$ cat src/source/ctrl_pkg.sv
////////////////////
// shared types and constants of the core controller
// import with ctrl_pkg::* inside a module, scoped names in port lists
////////////////////

package ctrl_pkg;

  // widths
  localparam int XLEN         = 32;
  localparam int NUM_FAST_IRQ = 15;
  localparam int FAST_ID_W    = 4;

  // controller FSM states
  typedef enum logic [3:0] {
    RESET,
    BOOT_SET,
    FIRST_FETCH,
    DECODE,
    FLUSH,
    IRQ_TAKEN,
    WAIT_SLEEP,
    SLEEP
  } ctrl_state_e;

  // fetch address source for a pc set
  typedef enum logic [1:0] {
    PC_BOOT,
    PC_JUMP,
    PC_EXC,
    PC_ERET
  } pc_sel_e;

  typedef enum logic [1:0] {
    PRIV_LVL_U = 2'b00,
    PRIV_LVL_M = 2'b11
  } priv_lvl_e;

  // mcause layout, irq flag on top of the 5-bit code
  typedef struct packed {
    logic       irq;
    logic [4:0] code;
  } exc_cause_t;

  // synchronous exceptions
  localparam exc_cause_t CAUSE_FETCH_FAULT = '{irq: 1'b0, code: 5'd1};
  localparam exc_cause_t CAUSE_ILLEGAL     = '{irq: 1'b0, code: 5'd2};
  localparam exc_cause_t CAUSE_BREAKPOINT  = '{irq: 1'b0, code: 5'd3};
  localparam exc_cause_t CAUSE_LOAD_FAULT  = '{irq: 1'b0, code: 5'd5};
  localparam exc_cause_t CAUSE_STORE_FAULT = '{irq: 1'b0, code: 5'd7};
  localparam exc_cause_t CAUSE_ECALL_U     = '{irq: 1'b0, code: 5'd8};
  localparam exc_cause_t CAUSE_ECALL_M     = '{irq: 1'b0, code: 5'd11};

  // interrupts, fast irq i maps to code 16+i
  localparam exc_cause_t CAUSE_IRQ_SOFT  = '{irq: 1'b1, code: 5'd3};
  localparam exc_cause_t CAUSE_IRQ_TIMER = '{irq: 1'b1, code: 5'd7};
  localparam exc_cause_t CAUSE_IRQ_EXT   = '{irq: 1'b1, code: 5'd11};
  localparam exc_cause_t CAUSE_IRQ_NM    = '{irq: 1'b1, code: 5'd31};

  // contents of the IF-ID pipeline register
  typedef struct packed {
    logic            valid;
    logic [31:0]     raw;
    logic [15:0]     compressed;
    logic            is_compressed;
    logic            fetch_err;
    logic            fetch_err_plus2;
    logic [XLEN-1:0] pc;
  } instr_t;

  // decoder flags, not yet qualified with valid
  typedef struct packed {
    logic illegal;
    logic ecall;
    logic ebrk;
    logic mret;
    logic wfi;
    logic csr_flush;
  } dec_flags_t;

  // interrupt requests already masked by mie
  typedef struct packed {
    logic                    software;
    logic                    timer;
    logic                    external;
    logic [NUM_FAST_IRQ-1:0] fast;
  } irqs_t;

  // qualified special requests toward the FSM
  typedef struct packed {
    logic exc_req;
    logic exc_pending;
    logic mret;
    logic wfi;
    logic flush_only;
  } special_t;

endpackage

$ cat src/source/core_ctrl.sv
////////////////////
// top of the core controller, connects the exception arbiter,
// the interrupt arbiter and the FSM
////////////////////

`timescale 1ns/1ps

module core_ctrl (
  input  logic                      clk_i,
  input  logic                      rst_ni,
  input  ctrl_pkg::instr_t          instr_i,
  input  ctrl_pkg::dec_flags_t      dec_flags_i,
  input  ctrl_pkg::priv_lvl_e       priv_mode_i,
  input  logic                      stall_id_i,
  input  logic                      branch_set_i,
  input  logic                      jump_set_i,
  input  logic                      load_err_i,
  input  logic                      store_err_i,
  input  logic [ctrl_pkg::XLEN-1:0] lsu_addr_i,
  input  ctrl_pkg::irqs_t           irqs_i,
  input  logic                      irq_nm_i,
  input  logic                      mstatus_mie_i,
  output logic                      pc_set_o,
  output ctrl_pkg::pc_sel_e         pc_mux_o,
  output logic                      instr_req_o,
  output logic                      id_in_ready_o,
  output logic                      instr_valid_clear_o,
  output logic                      flush_id_o,
  output logic                      ctrl_busy_o,
  output logic                      csr_save_if_o,
  output logic                      csr_save_id_o,
  output logic                      csr_save_cause_o,
  output logic                      csr_restore_mret_o,
  output ctrl_pkg::exc_cause_t      exc_cause_o,
  output logic [ctrl_pkg::XLEN-1:0] csr_mtval_o,
  output logic                      nmi_mode_o
);
  import ctrl_pkg::*;

  // exception arbiter to FSM
  special_t        special;
  exc_cause_t      exc_cause;
  logic [XLEN-1:0] exc_mtval;
  logic            in_flush;

  // interrupt arbiter and FSM
  logic            handle_irq;
  logic            wake;
  exc_cause_t      irq_cause;
  logic            nmi_take;
  logic            mret_take;

  exc_arbiter u_exc_arbiter (
    .clk_i       (clk_i),
    .rst_ni      (rst_ni),
    .instr_i     (instr_i),
    .dec_flags_i (dec_flags_i),
    .priv_mode_i (priv_mode_i),
    .load_err_i  (load_err_i),
    .store_err_i (store_err_i),
    .lsu_addr_i  (lsu_addr_i),
    .in_flush_i  (in_flush),
    .special_o   (special),
    .exc_cause_o (exc_cause),
    .exc_mtval_o (exc_mtval)
  );

  irq_arbiter u_irq_arbiter (
    .clk_i         (clk_i),
    .rst_ni        (rst_ni),
    .irqs_i        (irqs_i),
    .irq_nm_i      (irq_nm_i),
    .mstatus_mie_i (mstatus_mie_i),
    .priv_mode_i   (priv_mode_i),
    .nmi_take_i    (nmi_take),
    .mret_take_i   (mret_take),
    .handle_irq_o  (handle_irq),
    .wake_o        (wake),
    .irq_cause_o   (irq_cause),
    .nmi_mode_o    (nmi_mode_o)
  );

  ctrl_fsm u_ctrl_fsm (
    .clk_i               (clk_i),
    .rst_ni              (rst_ni),
    .instr_valid_i       (instr_i.valid),
    .stall_id_i          (stall_id_i),
    .branch_set_i        (branch_set_i),
    .jump_set_i          (jump_set_i),
    .special_i           (special),
    .exc_cause_i         (exc_cause),
    .exc_mtval_i         (exc_mtval),
    .handle_irq_i        (handle_irq),
    .wake_i              (wake),
    .irq_cause_i         (irq_cause),
    .nmi_mode_i          (nmi_mode_o),
    .in_flush_o          (in_flush),
    .nmi_take_o          (nmi_take),
    .mret_take_o         (mret_take),
    .pc_set_o            (pc_set_o),
    .pc_mux_o            (pc_mux_o),
    .instr_req_o         (instr_req_o),
    .id_in_ready_o       (id_in_ready_o),
    .instr_valid_clear_o (instr_valid_clear_o),
    .flush_id_o          (flush_id_o),
    .ctrl_busy_o         (ctrl_busy_o),
    .csr_save_if_o       (csr_save_if_o),
    .csr_save_id_o       (csr_save_id_o),
    .csr_save_cause_o    (csr_save_cause_o),
    .csr_restore_mret_o  (csr_restore_mret_o),
    .exc_cause_o         (exc_cause_o),
    .csr_mtval_o         (csr_mtval_o)
  );

endmodule

$ cat src/source/ctrl_fsm.sv
////////////////////
// controller FSM of the core, boot, decode, flush, irq entry and sleep
// also owns the stall control of the IF-ID register
////////////////////

`timescale 1ns/1ps

module ctrl_fsm (
  input  logic                      clk_i,
  input  logic                      rst_ni,
  input  logic                      instr_valid_i,
  input  logic                      stall_id_i,
  input  logic                      branch_set_i,
  input  logic                      jump_set_i,
  input  ctrl_pkg::special_t        special_i,
  input  ctrl_pkg::exc_cause_t      exc_cause_i,
  input  logic [ctrl_pkg::XLEN-1:0] exc_mtval_i,
  input  logic                      handle_irq_i,
  input  logic                      wake_i,
  input  ctrl_pkg::exc_cause_t      irq_cause_i,
  input  logic                      nmi_mode_i,
  output logic                      in_flush_o,
  output logic                      nmi_take_o,
  output logic                      mret_take_o,
  output logic                      pc_set_o,
  output ctrl_pkg::pc_sel_e         pc_mux_o,
  output logic                      instr_req_o,
  output logic                      id_in_ready_o,
  output logic                      instr_valid_clear_o,
  output logic                      flush_id_o,
  output logic                      ctrl_busy_o,
  output logic                      csr_save_if_o,
  output logic                      csr_save_id_o,
  output logic                      csr_save_cause_o,
  output logic                      csr_restore_mret_o,
  output ctrl_pkg::exc_cause_t      exc_cause_o,
  output logic [ctrl_pkg::XLEN-1:0] csr_mtval_o
);
  import ctrl_pkg::*;

  ctrl_state_e state_q, state_d;

  logic special_req;
  logic halt_if;
  logic retain_id;
  logic flush_id;

  // anything that needs the FLUSH state
  assign special_req = special_i.exc_req | special_i.mret | special_i.flush_only;

  ////////////////////
  // next state     //
  ////////////////////

  always_comb begin
    state_d            = state_q;
    instr_req_o        = 1'b1;
    pc_set_o           = 1'b0;
    pc_mux_o           = PC_BOOT;
    ctrl_busy_o        = 1'b1;
    halt_if            = 1'b0;
    retain_id          = 1'b0;
    flush_id           = 1'b0;
    csr_save_if_o      = 1'b0;
    csr_save_id_o      = 1'b0;
    csr_save_cause_o   = 1'b0;
    csr_restore_mret_o = 1'b0;
    exc_cause_o        = '0;
    csr_mtval_o        = '0;
    nmi_take_o         = 1'b0;
    mret_take_o        = 1'b0;

    unique case (state_q)
      RESET: begin
        // boot address loaded, no fetch yet
        instr_req_o = 1'b0;
        pc_set_o    = 1'b1;
        state_d     = BOOT_SET;
      end

      BOOT_SET: begin
        pc_set_o = 1'b1;
        state_d  = FIRST_FETCH;
      end

      FIRST_FETCH: begin
        // wait out the IF miss
        if (!stall_id_i) begin
          state_d = DECODE;
        end
        // nothing in ID yet, irq goes at once
        if (handle_irq_i) begin
          halt_if = 1'b1;
          state_d = IRQ_TAKEN;
        end
      end

      DECODE: begin
        // mux set early, only matters with pc_set
        pc_mux_o = PC_JUMP;

        if (special_req) begin
          // keep the instruction in ID for FLUSH
          retain_id = 1'b1;
          state_d   = FLUSH;
        end

        if (branch_set_i || jump_set_i) begin
          pc_set_o = 1'b1;
        end

        // let the instruction in ID finish before the irq
        if (handle_irq_i && (stall_id_i || instr_valid_i)) begin
          halt_if = 1'b1;
        end

        if (!stall_id_i && !special_req && !instr_valid_i && handle_irq_i) begin
          halt_if = 1'b1;
          state_d = IRQ_TAKEN;
        end
      end

      IRQ_TAKEN: begin
        pc_mux_o = PC_EXC;
        // request may have dropped meanwhile
        if (handle_irq_i) begin
          pc_set_o         = 1'b1;
          csr_save_if_o    = 1'b1;
          csr_save_cause_o = 1'b1;
          exc_cause_o      = irq_cause_i;
          nmi_take_o       = (irq_cause_i == CAUSE_IRQ_NM);
        end
        state_d = DECODE;
      end

      FLUSH: begin
        halt_if  = 1'b1;
        flush_id = 1'b1;
        state_d  = DECODE;

        if (special_i.exc_pending) begin
          // exception, save the ID pc and the cause
          pc_set_o         = 1'b1;
          pc_mux_o         = PC_EXC;
          csr_save_id_o    = 1'b1;
          csr_save_cause_o = 1'b1;
          exc_cause_o      = exc_cause_i;
          csr_mtval_o      = exc_mtval_i;
        end else if (special_i.mret) begin
          pc_set_o           = 1'b1;
          pc_mux_o           = PC_ERET;
          csr_restore_mret_o = 1'b1;
          // leaves the NMI handler
          mret_take_o        = nmi_mode_i;
        end else if (special_i.wfi) begin
          state_d = WAIT_SLEEP;
        end
        // csr flush only drains the pipe
      end

      WAIT_SLEEP: begin
        ctrl_busy_o = 1'b0;
        instr_req_o = 1'b0;
        halt_if     = 1'b1;
        flush_id    = 1'b1;
        state_d     = SLEEP;
      end

      SLEEP: begin
        instr_req_o = 1'b0;
        halt_if     = 1'b1;
        flush_id    = 1'b1;
        if (wake_i) begin
          state_d = FIRST_FETCH;
        end else begin
          // clock may stay gated
          ctrl_busy_o = 1'b0;
        end
      end

      default: begin
        instr_req_o = 1'b0;
        state_d     = RESET;
      end
    endcase
  end

  always_ff @(posedge clk_i or negedge rst_ni) begin
    if (!rst_ni) begin
      state_q <= RESET;
    end else begin
      state_q <= state_d;
    end
  end

  assign in_flush_o = (state_q == FLUSH);
  assign flush_id_o = flush_id;

  ////////////////////
  // stall control  //
  ////////////////////

  assign id_in_ready_o = ~stall_id_i & ~halt_if & ~retain_id;

  // retain keeps valid set unless a flush overrides it
  assign instr_valid_clear_o = ~(stall_id_i | retain_id) | flush_id;

endmodule

$ cat src/source/exc_arbiter.sv
////////////////////
// exception arbiter, qualifies decoder flags and registers the requests
// cause and mtval are consumed by the FSM while it sits in FLUSH
////////////////////

`timescale 1ns/1ps

module exc_arbiter (
  input  logic                           clk_i,
  input  logic                           rst_ni,
  input  ctrl_pkg::instr_t               instr_i,
  input  ctrl_pkg::dec_flags_t           dec_flags_i,
  input  ctrl_pkg::priv_lvl_e            priv_mode_i,
  input  logic                           load_err_i,
  input  logic                           store_err_i,
  input  logic [ctrl_pkg::XLEN-1:0]      lsu_addr_i,
  input  logic                           in_flush_i,
  output ctrl_pkg::special_t             special_o,
  output ctrl_pkg::exc_cause_t           exc_cause_o,
  output logic [ctrl_pkg::XLEN-1:0]      exc_mtval_o
);
  import ctrl_pkg::*;

  logic ecall;
  logic ebrk;
  logic mret;
  logic wfi;
  logic csr_flush;
  logic fetch_err;

  logic illegal_d, illegal_q;
  logic exc_req_d, exc_req_q;
  logic load_err_d, load_err_q;
  logic store_err_d, store_err_q;
  logic exc_req_lsu;

  ////////////////////
  // qualification  //
  ////////////////////

  // the decoder ignores valid, so factor it in here
  assign ecall     = dec_flags_i.ecall     & instr_i.valid;
  assign ebrk      = dec_flags_i.ebrk      & instr_i.valid;
  assign mret      = dec_flags_i.mret      & instr_i.valid;
  assign wfi       = dec_flags_i.wfi       & instr_i.valid;
  assign csr_flush = dec_flags_i.csr_flush & instr_i.valid;
  assign fetch_err = instr_i.fetch_err     & instr_i.valid;

  // illegal goes through a flop to break the path from the csr file
  assign illegal_d = dec_flags_i.illegal & instr_i.valid & ~in_flush_i;

  // requests drop while flushing so a handled one is not seen again
  assign exc_req_d   = (ecall | ebrk | illegal_d | fetch_err) & ~in_flush_i;
  assign load_err_d  = load_err_i  & ~in_flush_i;
  assign store_err_d = store_err_i & ~in_flush_i;

  // lsu errors arrive without an instruction valid
  assign exc_req_lsu = load_err_i | store_err_i;

  always_ff @(posedge clk_i or negedge rst_ni) begin
    if (!rst_ni) begin
      illegal_q   <= 1'b0;
      exc_req_q   <= 1'b0;
      load_err_q  <= 1'b0;
      store_err_q <= 1'b0;
    end else begin
      illegal_q   <= illegal_d;
      exc_req_q   <= exc_req_d;
      load_err_q  <= load_err_d;
      store_err_q <= store_err_d;
    end
  end

  // special requests toward the FSM
  assign special_o.exc_req     = exc_req_d | exc_req_lsu;
  assign special_o.exc_pending = exc_req_q | load_err_q | store_err_q;
  assign special_o.mret        = mret;
  assign special_o.wfi         = wfi;
  // no pc change for these, only a pipeline flush
  assign special_o.flush_only  = wfi | csr_flush;

  ////////////////////
  // cause, mtval   //
  ////////////////////

  // fixed priority, decode side before the lsu errors
  always_comb begin
    exc_cause_o = '0;
    exc_mtval_o = '0;
    if (fetch_err) begin
      exc_cause_o = CAUSE_FETCH_FAULT;
      // fault in the upper half of an unaligned fetch
      exc_mtval_o = instr_i.fetch_err_plus2 ? instr_i.pc + XLEN'(2) : instr_i.pc;
    end else if (illegal_q) begin
      exc_cause_o = CAUSE_ILLEGAL;
      exc_mtval_o = instr_i.is_compressed ? XLEN'(instr_i.compressed) : instr_i.raw;
    end else if (ecall) begin
      exc_cause_o = (priv_mode_i == PRIV_LVL_M) ? CAUSE_ECALL_M : CAUSE_ECALL_U;
    end else if (ebrk) begin
      exc_cause_o = CAUSE_BREAKPOINT;
    end else if (store_err_q) begin
      exc_cause_o = CAUSE_STORE_FAULT;
      exc_mtval_o = lsu_addr_i;
    end else if (load_err_q) begin
      exc_cause_o = CAUSE_LOAD_FAULT;
      exc_mtval_o = lsu_addr_i;
    end
  end

endmodule

$ cat src/source/irq_arbiter.sv
////////////////////
// interrupt arbiter with NMI mode
// decides whether an irq is taken, its cause, and when sleep ends
////////////////////

`timescale 1ns/1ps

module irq_arbiter (
  input  logic                 clk_i,
  input  logic                 rst_ni,
  input  ctrl_pkg::irqs_t      irqs_i,
  input  logic                 irq_nm_i,
  input  logic                 mstatus_mie_i,
  input  ctrl_pkg::priv_lvl_e  priv_mode_i,
  input  logic                 nmi_take_i,
  input  logic                 mret_take_i,
  output logic                 handle_irq_o,
  output logic                 wake_o,
  output ctrl_pkg::exc_cause_t irq_cause_o,
  output logic                 nmi_mode_o
);
  import ctrl_pkg::*;

  logic                 irq_enabled;
  logic                 irq_pending;
  logic                 nmi_mode_q;
  logic [FAST_ID_W-1:0] fast_id;

  // mie only masks interrupts in machine mode
  assign irq_enabled = mstatus_mie_i | (priv_mode_i == PRIV_LVL_U);

  assign irq_pending = irqs_i.software | irqs_i.timer | irqs_i.external | (|irqs_i.fast);

  // nested NMIs are not supported, NMI mode blocks everything
  assign handle_irq_o = ~nmi_mode_q & (irq_nm_i | (irq_pending & irq_enabled));

  // wake ignores the enables, as WFI requires
  assign wake_o = irq_nm_i | irq_pending;

  // lowest index fast irq wins
  always_comb begin
    fast_id = '0;
    for (int i = NUM_FAST_IRQ - 1; i >= 0; i--) begin
      if (irqs_i.fast[i]) begin
        fast_id = FAST_ID_W'(i);
      end
    end
  end

  always_comb begin
    if (irq_nm_i) begin
      irq_cause_o = CAUSE_IRQ_NM;
    end else if (irqs_i.fast != '0) begin
      // upper code bit adds 16 to the fast id
      irq_cause_o = '{irq: 1'b1, code: {1'b1, fast_id}};
    end else if (irqs_i.external) begin
      irq_cause_o = CAUSE_IRQ_EXT;
    end else if (irqs_i.software) begin
      irq_cause_o = CAUSE_IRQ_SOFT;
    end else begin
      // only the timer is left
      irq_cause_o = CAUSE_IRQ_TIMER;
    end
  end

  ////////////////////
  // NMI mode       //
  ////////////////////

  always_ff @(posedge clk_i or negedge rst_ni) begin
    if (!rst_ni) begin
      nmi_mode_q <= 1'b0;
    end else if (nmi_take_i) begin
      nmi_mode_q <= 1'b1;
    end else if (mret_take_i) begin
      // handler has returned
      nmi_mode_q <= 1'b0;
    end
  end

  assign nmi_mode_o = nmi_mode_q;

endmodule
$ cat config.mk
export PLATFORM = sky130hd
export DESIGN_NAME = core_ctrl
export DESIGN_NICKNAME = d
export VERILOG_FILES = /design/src/source/ctrl_pkg.sv /design/src/source/core_ctrl.sv /design/src/source/ctrl_fsm.sv /design/src/source/exc_arbiter.sv /design/src/source/irq_arbiter.sv
export SDC_FILE = /design/constraint.sdc
export NUM_CORES = 1
export LEC_CHECK = 0
export ABC_AREA = 1
export BUFFER_PORTS_ARGS = -buffer_cell sky130_fd_sc_hd__buf_2
export CORE_UTILIZATION = 44
export CTS_CLUSTER_DIAMETER = 150
export DETAILED_ROUTE_END_ITERATION = 8
export PLACE_DENSITY = 0.88
export SLEW_MARGIN = 10
export SYNTH_ARGS = -nofsm -noshare
export SYNTH_HDL_FRONTEND = slang
export SYNTH_SLANG_ARGS = --single-unit
$ cat constraint.sdc
create_clock -name clk_i -period 3.03 [get_ports clk_i]
set_clock_uncertainty 0.1 [all_clocks]
set_input_delay 0.303 -clock clk_i [delete_from_list [all_inputs] [get_ports clk_i]]
set_output_delay 0.303 -clock clk_i [all_outputs]
set_load 0.02 [all_outputs]
==> flow_summary.yaml <==
floorplan:
  core-area_um2: 5540
  start_util: 0.462
  num_rows: 27
  die_area_um2: 6130
  die_w_um: 78.3
  io_pins: 202
  die_h_um: 78.3
route:
  drc_errors: 0
  route.vias.total: 4282
  first_iter_violations: 309
  routedWlPerCell_um: 13.5
  first_pass_iters: 5
  via_per_inst: 5.48
  drt-total-wl_um: 10600
  drtAntennaViolNets: 0
critical_path:
  ff2ff_path_depth: 10
  reg2reg_slack_ps: 960
  crit_start: "u_ctrl_fsm.state_q[0]$_DFFE_PN0P_"
  endpoint_kind: "output pin"
  startpoint_type: "flip-flop"
  required_ps: 2630
  crit_type: "flip-flop to output pin"
  worstReg2RegStart: "u_ctrl_fsm.state_q[0]$_DFFE_PN0P_"
  worstPathMaxFanout: 16
  reg2reg_to: "u_ctrl_fsm.state_q[1]$_DFFE_PN0P_"
  worstPathArrival_ps: 2140
power:
  powerDensity_nw_per_um2: 326
  total_power_mw: 1.20
  leakagePower_nw: 2.17
  irDropWorstVdd_mv: 0.603
grt:
  gr-total-overflow: 0
  grt_max_degree: 28
  grt_pass1_vias: 3636
  grt_pass1_wl_um: 16600
  grt_usage: 0.330
  antenna_found_initial: 0
placed_design:
  gp_congestion: 0.948
  dp_hpwl_um: 8730
  dp.cells: 777
  port_buffers: 201
  pre_cts_ws_ps: 646
  place_area_um2: 3630
synthesis:
  synthesis.nets: 670
  synth_edf_count: 0
  yosysSeqAreaShare: 0.0782
  synth_area_leader_cell: "nand2_1"
  synth_cell_types: 37
  syn_inst: 518
  syn_area_um2: 2560
  synth-async-reset-ratio: 1.00
  synth_seq_cells: 8
  yosys_warnings: 0
  synth_ff_type: "dfrtp_1"
  synthTopCellsByCount: "nand2_1 (112), inv_1 (73), nor2_1 (66), nand3_1 (61), o21ai_0 (56)"
  synth_area_leaders: "nand2_1 (16%), nand3_1 (12%), o21ai_0 (11%)"
  synth.most_common_cell: "nand2_1"
  avgSynthCellArea_um2: 4.94
  synth_top_area_share: 0.164
clocking:
  cts_setup_buffers: 0
  cts.clk_slew.worst_paths_ps: 40
  clock_latency_ps: 230
  cts_buffers: 3
  ctsHoldBuffers: 1
  clock-sinks: 8
  cts_tree: "done"
  cts_root_buffer: "clkbuf_8"
  cts-htree-levels: 1
  cts_resized: 0
  clk_path_buf_depth: 2
final_layout:
  drive_gt1_frac: 0.323
  fillers: 546
  stdcell_area_um2: 3680
  postLayoutCoreUtil: 0.665
  nets: 863
  fin_cells: 782
  area_growth_pct: 43.9
timing:
  finalHoldViolCount: 0
  fin_crit_sh: 0.840
  whs_ps: 217
  fin_setup_tns_ps: 0
  setup_slack_ps: 484
  fmax_mhz: 393
  max_slew.worst_pin.slew_ps: 571
  setup_viol: 0
  rsz0062_at_grt: "false"
  slew_headroom: 0.616
  slew_viol_final: 0
  post-route-min-period_ps: 2550
run:
  cap_violations: 0
hold_path:
  hold_depth: 3
  hold_class: "input pin to flip-flop"
  hp-start: "load_err_i"
  whs_endpoint: "u_exc_arbiter.load_err_q$_DFF_PN0_"
status:
  outcome: "complete, no violations"
layout by cell type (no fill, tap or decap), drive strengths merged, types with 2 or more instances in the layout:
| cell | synthesis | final |
|---|---|---|
| dfrtp | 8 | 8 |
| o21ai | 58 | 58 |
| nor2 | 70 | 70 |
| nand2 | 115 | 115 |
| or2 | 2 | 2 |
| buf | 4 | 208 |
| a211oi | 3 | 3 |
| o211ai | 5 | 5 |
| a31oi | 6 | 6 |
| nand4 | 12 | 12 |
| nor3 | 18 | 18 |
| inv | 77 | 77 |
| a21boi | 2 | 2 |
| nand3 | 64 | 64 |
| clkbuf | 17 | 3 |
| o31ai | 3 | 3 |
| a21oi | 41 | 41 |
| o32ai | 3 | 3 |
| nor4 | 2 | 2 |
power breakdown:
part,total [mW],internal [mW],switching (mW),leakage (nW)
combinational,0.903,0.318,0.584,2.05
clock,0.125,0.0858,0.0394,0.0216
sequential,0.174,0.142,0.0323,0.0931
layer usage:
metal / GRT usage / vias up / share of wire
li1: - / 2118 / -
met1: 0.424 / 1891 / 0.40
met2: 0.574 / 243 / 0.48
met3: 0.0419 / 30 / 0.092
met4: 0.0907 / 0 / 0.022
met5: 0 / - / 0
worst max-delay path by stage:
stage	slack, ps	cells after the start	endpoint
2_1_floorplan	820	8	exc_cause_o[4]
3_3_place_gp	680	12	csr_mtval_o[29]
3_5_place_dp	650	12	csr_mtval_o[29]
4_1_cts	560	9	csr_mtval_o[20]
5_1_grt	280	9	csr_mtval_o[20]
6_report	480	8	csr_mtval_o[20]
worst max-delay path: stages (launching register included):
cell	delay [ps]
dfrtp_1	390
inv_1	150
nand3_2	140
nor2_1	180
inv_1	290
a31oi_1	370
o21ai_0	170
inv_1	70
buf_2	150
cell type report:
| type | count | area (um2) | area share |
|---|---|---|---|
| well taps | 72 | 90.1 | 0.0244 |
| flip-flops and latches | 8 | 200 | 0.0543 |
| multi-input cells | 412 | 1990 | 0.541 |
| diodes | 1 | 2.50 | 0.000679 |
| repair buffers | 209 | 1070 | 0.290 |
| inverters | 77 | 289 | 0.0784 |
| clock buffers | 3 | 41.3 | 0.0112 |
sequential cells by signal (all words and copies together), names as in the netlist:
signal	flops
u_ctrl_fsm.state_q	3
u_exc_arbiter.exc_req_q	1
u_exc_arbiter.illegal_q	1
u_exc_arbiter.load_err_q	1
u_exc_arbiter.store_err_q	1
u_irq_arbiter.nmi_mode_o	1
cells by family after synthesis:
family,synth area share
and+or+nand+nor,0.494
DFF,0.0782
AOI/OAI and AO/OA,0.266
adders and majority gates,0.00489
buffers and inverters,0.147
muxes,0.00391
xor gates and xnor gates,0.00684
No activity file was read; power rests on OpenSTA's default activity.
